===== config.mk =====
export PLATFORM = sky130hd
export DESIGN_NAME = leaf_i6o3
export DESIGN_NICKNAME = d
export VERILOG_FILES = /design/src/hw/leaf_pkg.sv /design/src/hw/port_fifo.sv /design/src/hw/leaf_rx_demux.sv /design/src/hw/leaf_tx_arbiter.sv /design/src/hw/user_kernel.sv /design/src/hw/leaf_interface.sv /design/src/hw/leaf_i6o3.sv
export VERILOG_INCLUDE_DIRS = /design/src /design/src/hw
export SDC_FILE = /design/constraint.sdc
export NUM_CORES = 2
export LEC_CHECK = 0
export BUFFER_PORTS_ARGS = -buffer_cell sky130_fd_sc_hd__buf_2
export CAP_MARGIN = 40
export CELL_PAD_IN_SITES_DETAIL_PLACEMENT = 1
export CELL_PAD_IN_SITES_GLOBAL_PLACEMENT = 2
export CORE_MARGIN = 2
export CORE_UTILIZATION = 35
export CTS_BUF_LIST = sky130_fd_sc_hd__clkbuf_4
export CTS_CLUSTER_SIZE = 10
export DETAILED_ROUTE_END_ITERATION = 16
export GPL_TIMING_DRIVEN = 0
export PLACE_DENSITY = 0.65
export REMOVE_ABC_BUFFERS = 1
export SYNTH_ARGS = -nofsm -noshare
export SYNTH_HDL_FRONTEND = slang
export SYNTH_HIERARCHICAL = 1
export SYNTH_SLANG_ARGS = --single-unit

===== constraint.sdc =====
create_clock -name clk -period 6.6 [get_ports clk]
set_clock_uncertainty 0.2 [all_clocks]
set_input_delay 1.32 -clock clk [delete_from_list [all_inputs] [get_ports clk]]
set_output_delay 1.32 -clock clk [all_outputs]
set_load 0.02 [all_outputs]

===== src/hw/leaf_consts.svh =====
`ifndef LEAF_CONSTS_SVH
`define LEAF_CONSTS_SVH

// Network packet layout, most significant field first.
`define PACKET_BITS 49
`define PAYLOAD_BITS 32
`define LEAF_BITS 5
`define PORT_BITS 4
`define TAG_BITS (`PACKET_BITS - `PAYLOAD_BITS - `LEAF_BITS - `PORT_BITS - 1)

// Stream counts on the kernel side.
`define NUM_IN_PORTS 6
`define NUM_OUT_PORTS 3

// Entries per port FIFO, kept a power of two so the pointers wrap on their own.
`define FIFO_DEPTH 8

// Address of this leaf in the fat tree.
`define SELF_LEAF 5'd5

`endif


===== src/hw/leaf_pkg.sv =====
`include "leaf_consts.svh"

package leaf_pkg;

    // One data word as seen by the user kernel.
    typedef logic [`PAYLOAD_BITS-1:0] user_word_t;

    // Network packet. A cycle carries a packet only when vld is set.
    // The tag field carries the source output stream of the sending leaf.
    typedef struct packed {
        logic                  vld;
        logic [`LEAF_BITS-1:0] dest_leaf;
        logic [`PORT_BITS-1:0] dest_port;
        logic [`TAG_BITS-1:0]  tag;
        user_word_t            payload;
    } bft_packet_t;

    // Destination of one output stream, written by configuration packets.
    typedef struct packed {
        logic [`LEAF_BITS-1:0] dest_leaf;
        logic [`PORT_BITS-1:0] dest_port;
    } route_cfg_t;

endpackage


===== src/hw/port_fifo.sv =====
`timescale 1ns/1ns
`include "leaf_consts.svh"

module port_fifo import leaf_pkg::*; #(
    parameter type entry_t = user_word_t
) (
    input  logic   clk,
    input  logic   reset,
    input  logic   push,
    input  entry_t push_data,
    output logic   full,
    input  logic   pop,
    output entry_t pop_data,
    output logic   empty
);

    localparam int PTR_BITS = $clog2(`FIFO_DEPTH);

    entry_t              mem [`FIFO_DEPTH];
    logic [PTR_BITS-1:0] wr_ptr;
    logic [PTR_BITS-1:0] rd_ptr;
    logic [PTR_BITS:0]   count;
    logic                do_push;
    logic                do_pop;

    assign full     = (count == `FIFO_DEPTH);
    assign empty    = (count == '0);
    assign do_push  = push && !full;
    assign do_pop   = pop && !empty;

    // The head is visible in the same cycle it becomes valid.
    assign pop_data = mem[rd_ptr];

    always_ff @(posedge clk) begin
        if (do_push) begin
            mem[wr_ptr] <= push_data;
        end
    end

    always_ff @(posedge clk) begin
        if (reset) begin
            wr_ptr <= '0;
            rd_ptr <= '0;
            count  <= '0;
        end else begin
            if (do_push) begin
                wr_ptr <= wr_ptr + 1'b1;
            end
            if (do_pop) begin
                rd_ptr <= rd_ptr + 1'b1;
            end
            case ({do_push, do_pop})
                2'b10:   count <= count + 1'b1;
                2'b01:   count <= count - 1'b1;
                default: count <= count;
            endcase
        end
    end

endmodule


===== src/hw/leaf_rx_demux.sv =====
`timescale 1ns/1ns
`include "leaf_consts.svh"

module leaf_rx_demux import leaf_pkg::*; (
    input  logic                      clk,
    input  logic                      reset,
    input  bft_packet_t               pkt_in,
    input  logic [`NUM_IN_PORTS-1:0]  in_full,
    output logic [`NUM_IN_PORTS-1:0]  in_push,
    output user_word_t                in_word,
    output logic [`NUM_OUT_PORTS-1:0] cfg_we,
    output route_cfg_t                cfg_data
);

    logic                      for_us;
    logic [`NUM_IN_PORTS-1:0]  port_hit;
    logic [`NUM_OUT_PORTS-1:0] cfg_hit;
    logic [`NUM_IN_PORTS-1:0]  push_q;

    assign for_us = pkt_in.vld && (pkt_in.dest_leaf == `SELF_LEAF);

    // Port 0 is configuration, ports 1 to 6 feed the kernel, the rest fall through.
    always_comb begin
        for (int i = 0; i < `NUM_IN_PORTS; i++) begin
            port_hit[i] = for_us && (pkt_in.dest_port == `PORT_BITS'(i + 1));
        end
        for (int s = 0; s < `NUM_OUT_PORTS; s++) begin
            cfg_hit[s] = for_us && (pkt_in.dest_port == '0) &&
                         (pkt_in.payload[1:0] == 2'(s + 1));
        end
    end

    always_ff @(posedge clk) begin
        if (reset) begin
            push_q <= '0;
            cfg_we <= '0;
        end else begin
            push_q <= port_hit;
            cfg_we <= cfg_hit;
        end
    end

    always_ff @(posedge clk) begin
        in_word            <= pkt_in.payload;
        cfg_data.dest_leaf <= pkt_in.payload[8:4];
        cfg_data.dest_port <= pkt_in.payload[12:9];
    end

    // A word whose FIFO is full at write time is dropped.
    assign in_push = push_q & ~in_full;

endmodule


===== src/hw/leaf_tx_arbiter.sv =====
`timescale 1ns/1ns
`include "leaf_consts.svh"

module leaf_tx_arbiter import leaf_pkg::*; (
    input  logic                                  clk,
    input  logic                                  reset,
    input  logic                                  resend,
    input  logic [`NUM_OUT_PORTS-1:0]             out_empty,
    input  user_word_t [`NUM_OUT_PORTS-1:0]       out_head,
    input  route_cfg_t [`NUM_OUT_PORTS-1:0]       route,
    output logic [`NUM_OUT_PORTS-1:0]             out_pop,
    output bft_packet_t                           pkt_out
);

    localparam int SEL_BITS = $clog2(`NUM_OUT_PORTS);

    logic [SEL_BITS-1:0] last_q;
    logic [SEL_BITS-1:0] grant_idx;
    logic                grant_any;

    // Search starts at the stream after the one served last.
    always_comb begin : rr_search
        logic [SEL_BITS-1:0] cand;
        grant_any = 1'b0;
        grant_idx = last_q;
        for (int k = 1; k <= `NUM_OUT_PORTS; k++) begin
            cand = SEL_BITS'((int'(last_q) + k) % `NUM_OUT_PORTS);
            if (!resend && !grant_any && !out_empty[cand]) begin
                grant_any = 1'b1;
                grant_idx = cand;
            end
        end
    end

    always_comb begin
        out_pop = '0;
        if (grant_any) begin
            out_pop[grant_idx] = 1'b1;
        end
    end

    // During resend the last packet is held, so the one masked at the port
    // is shown again once resend drops.
    always_ff @(posedge clk) begin
        if (reset) begin
            last_q  <= SEL_BITS'(`NUM_OUT_PORTS - 1);
            pkt_out <= '0;
        end else if (!resend) begin
            if (grant_any) begin
                last_q            <= grant_idx;
                pkt_out.vld       <= 1'b1;
                pkt_out.dest_leaf <= route[grant_idx].dest_leaf;
                pkt_out.dest_port <= route[grant_idx].dest_port;
                pkt_out.tag       <= `TAG_BITS'(grant_idx) + 1'b1;
                pkt_out.payload   <= out_head[grant_idx];
            end else begin
                pkt_out <= '0;
            end
        end
    end

endmodule


===== src/hw/user_kernel.sv =====
`timescale 1ns/1ns
`include "leaf_consts.svh"

module user_kernel import leaf_pkg::*; (
    input  logic                             clk,
    input  logic                             reset,
    input  user_word_t [`NUM_IN_PORTS-1:0]   din,
    input  logic [`NUM_IN_PORTS-1:0]         din_vld,
    output logic [`NUM_IN_PORTS-1:0]         din_ack,
    output user_word_t [`NUM_OUT_PORTS-1:0]  dout,
    output logic [`NUM_OUT_PORTS-1:0]        dout_vld,
    input  logic [`NUM_OUT_PORTS-1:0]        dout_ack
);

    // Output s joins inputs 2s and 2s+1.
    for (genvar s = 0; s < `NUM_OUT_PORTS; s++) begin : g_stream
        user_word_t a;
        user_word_t b;
        user_word_t result;
        user_word_t res_q;
        logic       vld_q;
        logic       fire;

        assign a = din[2*s];
        assign b = din[2*s+1];

        if (s == 0) begin : g_add
            assign result = a + b;
        end else if (s == 1) begin : g_xor
            assign result = a ^ b;
        end else begin : g_max
            assign result = (a > b) ? a : b;
        end

        // The result register frees up in the cycle its word is taken.
        assign fire = din_vld[2*s] && din_vld[2*s+1] && (!vld_q || dout_ack[s]);

        assign din_ack[2*s]   = fire;
        assign din_ack[2*s+1] = fire;

        always_ff @(posedge clk) begin
            if (reset) begin
                vld_q <= 1'b0;
            end else if (fire) begin
                vld_q <= 1'b1;
            end else if (dout_ack[s]) begin
                vld_q <= 1'b0;
            end
        end

        always_ff @(posedge clk) begin
            if (fire) begin
                res_q <= result;
            end
        end

        assign dout[s]     = res_q;
        assign dout_vld[s] = vld_q;
    end

endmodule


===== src/hw/leaf_interface.sv =====
`timescale 1ns/1ns
`include "leaf_consts.svh"

module leaf_interface import leaf_pkg::*; (
    input  logic                             clk,
    input  logic                             reset,
    input  logic                             resend,
    input  bft_packet_t                      din_leaf_bft2interface,
    output bft_packet_t                      dout_leaf_interface2bft,
    output user_word_t [`NUM_IN_PORTS-1:0]   dout_leaf_interface2user,
    output logic [`NUM_IN_PORTS-1:0]         vld_interface2user,
    input  logic [`NUM_IN_PORTS-1:0]         ack_user2interface,
    input  user_word_t [`NUM_OUT_PORTS-1:0]  din_leaf_user2interface,
    input  logic [`NUM_OUT_PORTS-1:0]        vld_user2interface,
    output logic [`NUM_OUT_PORTS-1:0]        ack_interface2user
);

    logic [`NUM_IN_PORTS-1:0]         in_full;
    logic [`NUM_IN_PORTS-1:0]         in_push;
    logic [`NUM_IN_PORTS-1:0]         in_empty;
    user_word_t                       in_word;
    logic [`NUM_OUT_PORTS-1:0]        cfg_we;
    route_cfg_t                       cfg_data;
    route_cfg_t [`NUM_OUT_PORTS-1:0]  route_q;
    logic [`NUM_OUT_PORTS-1:0]        out_full;
    logic [`NUM_OUT_PORTS-1:0]        out_empty;
    logic [`NUM_OUT_PORTS-1:0]        out_pop;
    user_word_t [`NUM_OUT_PORTS-1:0]  out_head;

    leaf_rx_demux u_rx_demux (
        .clk      (clk),
        .reset    (reset),
        .pkt_in   (din_leaf_bft2interface),
        .in_full  (in_full),
        .in_push  (in_push),
        .in_word  (in_word),
        .cfg_we   (cfg_we),
        .cfg_data (cfg_data)
    );

    for (genvar i = 0; i < `NUM_IN_PORTS; i++) begin : g_in_fifo
        port_fifo #(.entry_t(user_word_t)) u_fifo (
            .clk       (clk),
            .reset     (reset),
            .push      (in_push[i]),
            .push_data (in_word),
            .full      (in_full[i]),
            .pop       (vld_interface2user[i] && ack_user2interface[i]),
            .pop_data  (dout_leaf_interface2user[i]),
            .empty     (in_empty[i])
        );
        assign vld_interface2user[i] = !in_empty[i];
    end

    // Kernel results wait here until the arbiter sends them out.
    for (genvar j = 0; j < `NUM_OUT_PORTS; j++) begin : g_out_fifo
        port_fifo #(.entry_t(user_word_t)) u_fifo (
            .clk       (clk),
            .reset     (reset),
            .push      (vld_user2interface[j] && ack_interface2user[j]),
            .push_data (din_leaf_user2interface[j]),
            .full      (out_full[j]),
            .pop       (out_pop[j]),
            .pop_data  (out_head[j]),
            .empty     (out_empty[j])
        );
        assign ack_interface2user[j] = !out_full[j];
    end

    always_ff @(posedge clk) begin
        if (reset) begin
            route_q <= '0;
        end else begin
            for (int s = 0; s < `NUM_OUT_PORTS; s++) begin
                if (cfg_we[s]) begin
                    route_q[s] <= cfg_data;
                end
            end
        end
    end

    leaf_tx_arbiter u_tx_arbiter (
        .clk       (clk),
        .reset     (reset),
        .resend    (resend),
        .out_empty (out_empty),
        .out_head  (out_head),
        .route     (route_q),
        .out_pop   (out_pop),
        .pkt_out   (dout_leaf_interface2bft)
    );

endmodule


===== src/hw/leaf_i6o3.sv =====
`timescale 1ns/1ns
`include "leaf_consts.svh"

module leaf_i6o3 import leaf_pkg::*; (
    input  logic        clk,
    input  logic        reset,
    input  logic        resend,
    input  bft_packet_t din_leaf_bft2interface,
    output bft_packet_t dout_leaf_interface2bft
);

    user_word_t [`NUM_IN_PORTS-1:0]  word_to_user;
    logic [`NUM_IN_PORTS-1:0]        vld_to_user;
    logic [`NUM_IN_PORTS-1:0]        ack_from_user;
    user_word_t [`NUM_OUT_PORTS-1:0] word_from_user;
    logic [`NUM_OUT_PORTS-1:0]       vld_from_user;
    logic [`NUM_OUT_PORTS-1:0]       ack_to_user;
    bft_packet_t                     pkt_int;

    leaf_interface u_leaf_interface (
        .clk                      (clk),
        .reset                    (reset),
        .resend                   (resend),
        .din_leaf_bft2interface   (din_leaf_bft2interface),
        .dout_leaf_interface2bft  (pkt_int),
        .dout_leaf_interface2user (word_to_user),
        .vld_interface2user       (vld_to_user),
        .ack_user2interface       (ack_from_user),
        .din_leaf_user2interface  (word_from_user),
        .vld_user2interface       (vld_from_user),
        .ack_interface2user       (ack_to_user)
    );

    user_kernel u_user_kernel (
        .clk      (clk),
        .reset    (reset),
        .din      (word_to_user),
        .din_vld  (vld_to_user),
        .din_ack  (ack_from_user),
        .dout     (word_from_user),
        .dout_vld (vld_from_user),
        .dout_ack (ack_to_user)
    );

    // The network ignores the port while it asks for a resend.
    assign dout_leaf_interface2bft = resend ? '0 : pkt_int;

endmodule


# --- Yosys cells after proc, flatten, opt, wreduce, memory -nomap -nowiden ---
# Memory sizes are Yosys's and may differ from the RTL's. A register that Yosys moved wholly into a read port is not among the register bits.
# Cells that the tools add are included.
classes:
  magnitude_cmp: 6
  n_div: 3
  n_reduce_logical: 100
  n_bitwise: 4
  n_addsub: 41
  n_mux: 73
  eq_ne: 40
ops:
  columns: ["operator", "count"]
  rows:
  - ["two-way mux 49 bit", 2]
  - ["remainder unit 32 x 3 -> 32 bit (second input constant)", 3]
  - ["one-hot mux 4 bit (2 select lines)", 9]
  - ["binary-select mux 32 bit (select 2 bit)", 1]
  - ["two-way mux 32 bit", 2]
  - ["two-way mux 3 bit", 19]
  - ["adder 3 x 1 -> 3 bit (second input constant)", 18]
  - ["logical AND 1 bit", 50]
  - ["logical NOT 4 bit", 10]
  - ["adder 4 x 1 -> 4 bit (second input constant)", 9]
  - ["== test 4 bit (second input constant)", 9]
  - ["subtractor 4 x 1 -> 4 bit (second input constant)", 9]
  - ["adder 32 bit", 1]
  - ["greater-than comparator 32 bit", 1]
  - ["bitwise XOR 32 bit", 1]
  - ["two-way mux 1 bit", 31]
  - ["logical NOT 1 bit", 27]
  - ["== test 2 bit (second input constant)", 11]
  - ["== test 2 x 1 -> 1 bit (second input constant)", 10]
  - ["binary-select mux 9 bit (select 2 bit)", 1]
  - ["nonzero test 2 bit", 9]
  - ["== test 4 x 3 -> 1 bit (second input constant)", 3]
  - ["less-than comparator 2 x 3 -> 1 bit (second input constant)", 4]
  - ["two-way mux 9 bit", 1]
  - ["other kinds (15)", 26]
totals:
  output_inout_bits: 49
  register_bits: 317
  ram_bits: 2304
  elab_cells: 326
  memories: 9
mem_list:
  columns: ["name", "depth", "width", "rd", "rd_ports_with_merged_regs", "wr", "line", "text"]
  rows:
  - ["u_leaf_interface.g_in_fifo[0].u_fifo.mem", 8, 32, 1, 1, 1, "port_fifo.sv:19", "entry_t mem [`FIFO_DEPTH];"]
  - ["u_leaf_interface.g_in_fifo[1].u_fifo.mem", 8, 32, 1, 1, 1, "port_fifo.sv:19", null]
  - ["u_leaf_interface.g_in_fifo[2].u_fifo.mem", 8, 32, 1, 1, 1, "port_fifo.sv:19", null]
  - ["u_leaf_interface.g_in_fifo[3].u_fifo.mem", 8, 32, 1, 1, 1, "port_fifo.sv:19", null]
  - ["u_leaf_interface.g_in_fifo[4].u_fifo.mem", 8, 32, 1, 1, 1, "port_fifo.sv:19", null]
  - ["u_leaf_interface.g_in_fifo[5].u_fifo.mem", 8, 32, 1, 1, 1, "port_fifo.sv:19", null]
  - ["+3 memories", null, null, null, null, null, null, null]

# --- Longest topological paths before layout ---
logic_depth:
  ltp_word: 23
  ltp_mapped: 20

# --- Hierarchy ---
# The synthesis kept the hierarchy.
modules_own_cells:
  columns: ["mod", "n_inst", "seq_area_each_um2", "area_per_inst_um2", "cells_per_inst"]
  rows:
  - ["port_fifo at u_leaf_interface.g_in_fifo[1].u_fifo ...", 6, 7947.6, 10543.9, 444]
  - ["port_fifo at u_leaf_interface.g_in_fifo[0].u_fifo ...", 3, 7947.6, 10542.6, 444]
  - ["user_kernel", 1, 2942.8, 6177.2, 523]
  - ["leaf_tx_arbiter", 1, 940.9, 2946.6, 304]
  - ["leaf_rx_demux", 1, 820.8, 1074.8, 76]
  - ["leaf_interface", 1, 540.5, 1062.3, 105]
  - ["leaf_i6o3", 1, 0.0, 344.1, 54]

# --- Least setup slack after synthesis ---
# Ideal clock, no wire load.
synth_timing:
  path_type: "flip-flop to flip-flop"
  from: "register u_leaf_interface.g_out_fifo[0].u_fifo.count[0]"
  to: "memory u_leaf_interface/g_out_fifo[0].u_fifo/mem[0][0] (netlist name) (enable)"
  setup_time_ps: 501
  required_ps: 5899
  synth_period_minus_slack_ps: 5006
  stages_incl_launch_ff: 7
  path_buffers: 1
  arrival_time_ps: 4305
  path_slack_ps: 1594
  cell_sequence: "dfxtp_1 > or4b_4 > buf_6 > inv_1 > nor2b_1 > nand2_8 > nor4_1"
synth_via:
  elab_chain_cells: 6
synth_lines:
  columns: ["item", "line", "text"]
  rows:
  - ["from (decl)", "port_fifo.sv:22", "logic [PTR_BITS:0] count;"]
  - ["from (signal assigned)", "port_fifo.sv:53", "2'b10: count <= count + 1'b1;"]
  - ["from (signal assigned)", "port_fifo.sv:54", "2'b01: count <= count - 1'b1;"]
  - ["from (signal assigned)", "port_fifo.sv:55", "default: count <= count;"]
  - ["== test 4 bit (no source line) (*)", null, null]
  - ["named net u_leaf_interface.out_full[0]", "leaf_interface.sv:25", "logic [`NUM_OUT_PORTS-1:0] out_full;"]
  - ["logical NOT 1 bit (*)", "port_fifo.sv:28, leaf_interface.sv:67", null]
  - ["logical AND 1 bit", "leaf_interface.sv:60", ".push (vld_user2interface[j] && ack_interface2user[j]),"]
  - ["logical AND 1 bit (*)", "port_fifo.sv:28", "assign do_push = push && !full;"]
  - ["two-way mux 1 bit (*)", "port_fifo.sv:35", "if (do_push) begin"]
  - ["two-way mux 1 bit (implied by the code) (*)", "port_fifo.sv:36", "mem[wr_ptr] <= push_data;"]
  - ["to (decl)", "port_fifo.sv:19", null]
# The timed path passes the listed nets; every way through them passes the cells marked *.

==> flow_summary.json <==
{
  "place_congestion": 0.7293,
  "cp_cell_sequence": "buf_16 > mux4_1 > mux2_2 > ha_1 > fa_1 > a21o_1 > a221oi_2 > o211ai_1 > a31oi_1 > o31ai_2 > a41oi_1",
  "portBuffers": 89,
  "crit_buf_inv": 1,
  "syn_area_per_cell_um2": 21.05,
  "clk_pin_slew_worst_paths_ps": 60,
  "worst_ep_arrival_time_ps": 6350,
  "final_area_mm2": 0.1244,
  "rows": 202,
  "die_x_um": 555.6,
  "rsz0062_at_grt": "no",
  "cts_tree": "yes",
  "hold_path_depth": 2,
  "timing.final.crit_share_pct": 84.81,
  "end_kind": "register",
  "slowest_stage": "a41oi_1",
  "first_iter_violations": 3343,
  "min_period_ps": 5598,
  "gr-total-overflow": 0,
  "critPathTopFamily": "compound AO/OA/AOI/OAI gates",
  "crit_path_max_incr_delay_ps": 740,
  "drt_first_pass_iters": 5,
  "final_core_util_pct": 41.09,
  "dieArea_mm2": 0.3087,
  "cts_root_buf": "clkbuf_4",
  "cts.sinks": 2635,
  "synth_seq_area_share_pct": 72.09,
  "cts_setup_buffers": 0,
  "nNetsFinal": 6123,
  "placed_area_mm2": 0.1149,
  "syn_to_final_growth_pct": 16.82,
  "hold_viol_final": 0,
  "relSlewSlack_pct": 36.70,
  "path_depth": 11,
  "yosysTopAreaCell": "edfxtp_1",
  "critPathKind": "reg2reg",
  "leakagePower_uw": 0.04128,
  "fin_tns_setup_ps": 0,
  "start_util_pct": 35.17,
  "synthesis.area_mm2": 0.1065,
  "antenna_found_initial": 34,
  "dpl.hpwl_um": 175500,
  "finalWorstSetupSlack_ps": 1002,
  "required_ps": 7360,
  "yosysWarningCount": 6,
  "finalWirelength_um": 261600,
  "wl_per_cell_um": 24.92,
  "vias_per_cell": 5.023,
  "status": "finished clean",
  "layout_commonest_cell": "edfxtp_1",
  "die_h_um": 555.6,
  "io_pins": 101,
  "synth_cell_types": 86,
  "cts_buffers": 687,
  "fp.coreArea_mm2": 0.3028,
  "crit_path_max_fanout": 36,
  "slew_violations": 0,
  "synth-seq-cells": 2635,
  "worst_pin_slew_ps": 941.7,
  "cts-hold-fix-buffers": 39,
  "setup_violations": 0,
  "whs_ps": 259.7,
  "ctsHtreeMaxLevel": 6,
  "async_flop_share_pct": 0,
  "drive_above_1_share_pct": 32.97,
  "start_kind": "register",
  "cts_buffer_depth": 4,
  "grt_pass1_vias": 56160,
  "nFillCells": 28999,
  "cap_viol_max_count": 0,
  "drc": 0,
  "dp_slack_ps": 632.4,
  "synth_edf_count": 2400,
  "synth_top_area_share_pct": 67.67,
  "layout_common_cells": "edfxtp_1, clkbuf_4, mux4_1",
  "max_freq_mhz": 178.6,
  "grt_pass1_wl_um": 380200,
  "vias": 52751,
  "yosys-top-cells-area": "edfxtp_1, mux4_1, dfxtp_1",
  "grt_usage_pct": 16.75,
  "ant_nets": 0,
  "hold_class": "reg2reg",
  "reg2regPathDepth": 11,
  "cts_resized": 0,
  "vdd_drop_max_mv": 0.1637,
  "clock_latency_ps": 1310,
  "grt_max_degree": 92,
  "power_density_mw_per_mm2": 275.6,
  "syn_inst": 5058,
  "ys.flop_type": "edfxtp_1"
}
-- worst register-to-register path, stage by stage, from the launching register on --
cell,delay (ps)
dfxtp_4,710
buf_16,320
mux4_1,630
mux2_2,300
ha_1,270
fa_1,450
a21o_1,230
a221oi_2,390
o211ai_1,200
a31oi_1,600
o31ai_2,210
a41oi_1,740
-- final cells by class --
class	instances	area [um^2]	area share (%)
antenna	24	60.06	0.04828
clock buffer	1023	7680	6.173
clock inverter	208	1250	1.005
inverter	106	397.9	0.3198
multi-input combinational	2067	27970	22.48
sequential	2635	76890	61.81
tap	3978	4977	4.001
timing repair buffer	460	5181	4.165
-- worst paths after layout --
kind	slack, ps	to	from
max	1000	u_user_kernel/g_stream[0].res_q[30]$_DFFE_PP_	register
min	260	u_leaf_interface/u_tx_arbiter/pkt_out[32]$_SDFFE_PP0N_	u_leaf_interface/u_tx_arbiter/pkt_out[32]$_SDFFE_PP0N_
max reg2reg	1000	u_user_kernel/g_stream[0].res_q[30]$_DFFE_PP_	register
min reg2reg	260	u_leaf_interface/u_tx_arbiter/pkt_out[32]$_SDFFE_PP0N_	u_leaf_interface/u_tx_arbiter/pkt_out[32]$_SDFFE_PP0N_
-- Yosys cell counts (31+ instances only) --
master    instances
buf_6            84
mux2i_1          89
nor3_1           45
mux2_2          257
o221ai_2         40
buf_1            51
edfxtp_1       2400
nand2_1         102
dfxtp_1         235
a21oi_1          95
nor2_1          152
ha_1            113
xor2_1           94
mux2_4           64
nand2b_1         35
xnor2_1          32
mux4_2           90
clkbuf_1         43
inv_1           106
nand3_1          31
nor2b_1          82
mux4_1          486
-- sequential cells by signal, summed over array words and instances, names as in the netlist, 3 cells and up, named ones only --
register / count
u_leaf_interface/g_in_fifo.u_fifo/mem: 1536
u_leaf_interface/g_out_fifo.u_fifo/mem: 768
u_user_kernel/g_stream.res_q: 96
u_leaf_interface/u_tx_arbiter/pkt_out: 45
u_leaf_interface/u_rx_demux/in_word: 32
u_leaf_interface/route_q: 27
u_leaf_interface/g_in_fifo.u_fifo/count: 24
u_leaf_interface/g_in_fifo.u_fifo/rd_ptr: 18
u_leaf_interface/g_in_fifo.u_fifo/wr_ptr: 18
u_leaf_interface/g_out_fifo.u_fifo/count: 12
u_leaf_interface/g_out_fifo.u_fifo/rd_ptr: 9
u_leaf_interface/g_out_fifo.u_fifo/wr_ptr: 9
u_leaf_interface/u_rx_demux/push_q: 6
u_leaf_interface/u_rx_demux/cfg_we: 3
u_user_kernel/g_stream.vld_q: 3
-- power breakdown --
part / internal, uW / total (uW) / switching [uW] / leakage [uW]
clock network: 7680 / 14400 / 6680 / 0.00530
logic: 627 / 1570 / 943 / 0.0125
registers: 18200 / 18400 / 171 / 0.0235
total: 26500 / 34300 / 7790 / 0.0413
-- cell families after synthesis --
| kind of cell | after synthesis | share of synthesized area, % |
|---|---|---|
| xor gates and xnor gates | 126 | 1.036 |
| adders and majority gates | 114 | 1.346 |
| DFF | 2635 | 72.09 |
| AOI/OAI and AO/OA | 256 | 1.967 |
| buffers and inverters | 359 | 2.138 |
| and+or+nand+nor | 572 | 2.972 |
| other | 1 | 0.003521 |
| muxes | 995 | 18.45 |
-- through the flow --
step / power, uW / instances
detailed placement: 20290 / 9202
floorplan: 19520 / 4808
global route: 35750 / 10493
finish: 34280 / 10501
CTS: 34860 / 10472
global placement: 20200 / 8875
-- metal layers --
metal | wire [um] | vias up | share of wire (%) | track usage (%)
met4 | 6365 | 8 | 2.4 | 5.548
met3 | 13550 | 386 | 5.2 | 3.347
li1 | - | 23345 | - | -
met5 | 55 | - | 0.021 | 0
met2 | 124600 | 1325 | 48 | 26.85
met1 | 117100 | 27687 | 45 | 22.81
Power figures use the tool's default switching activity.
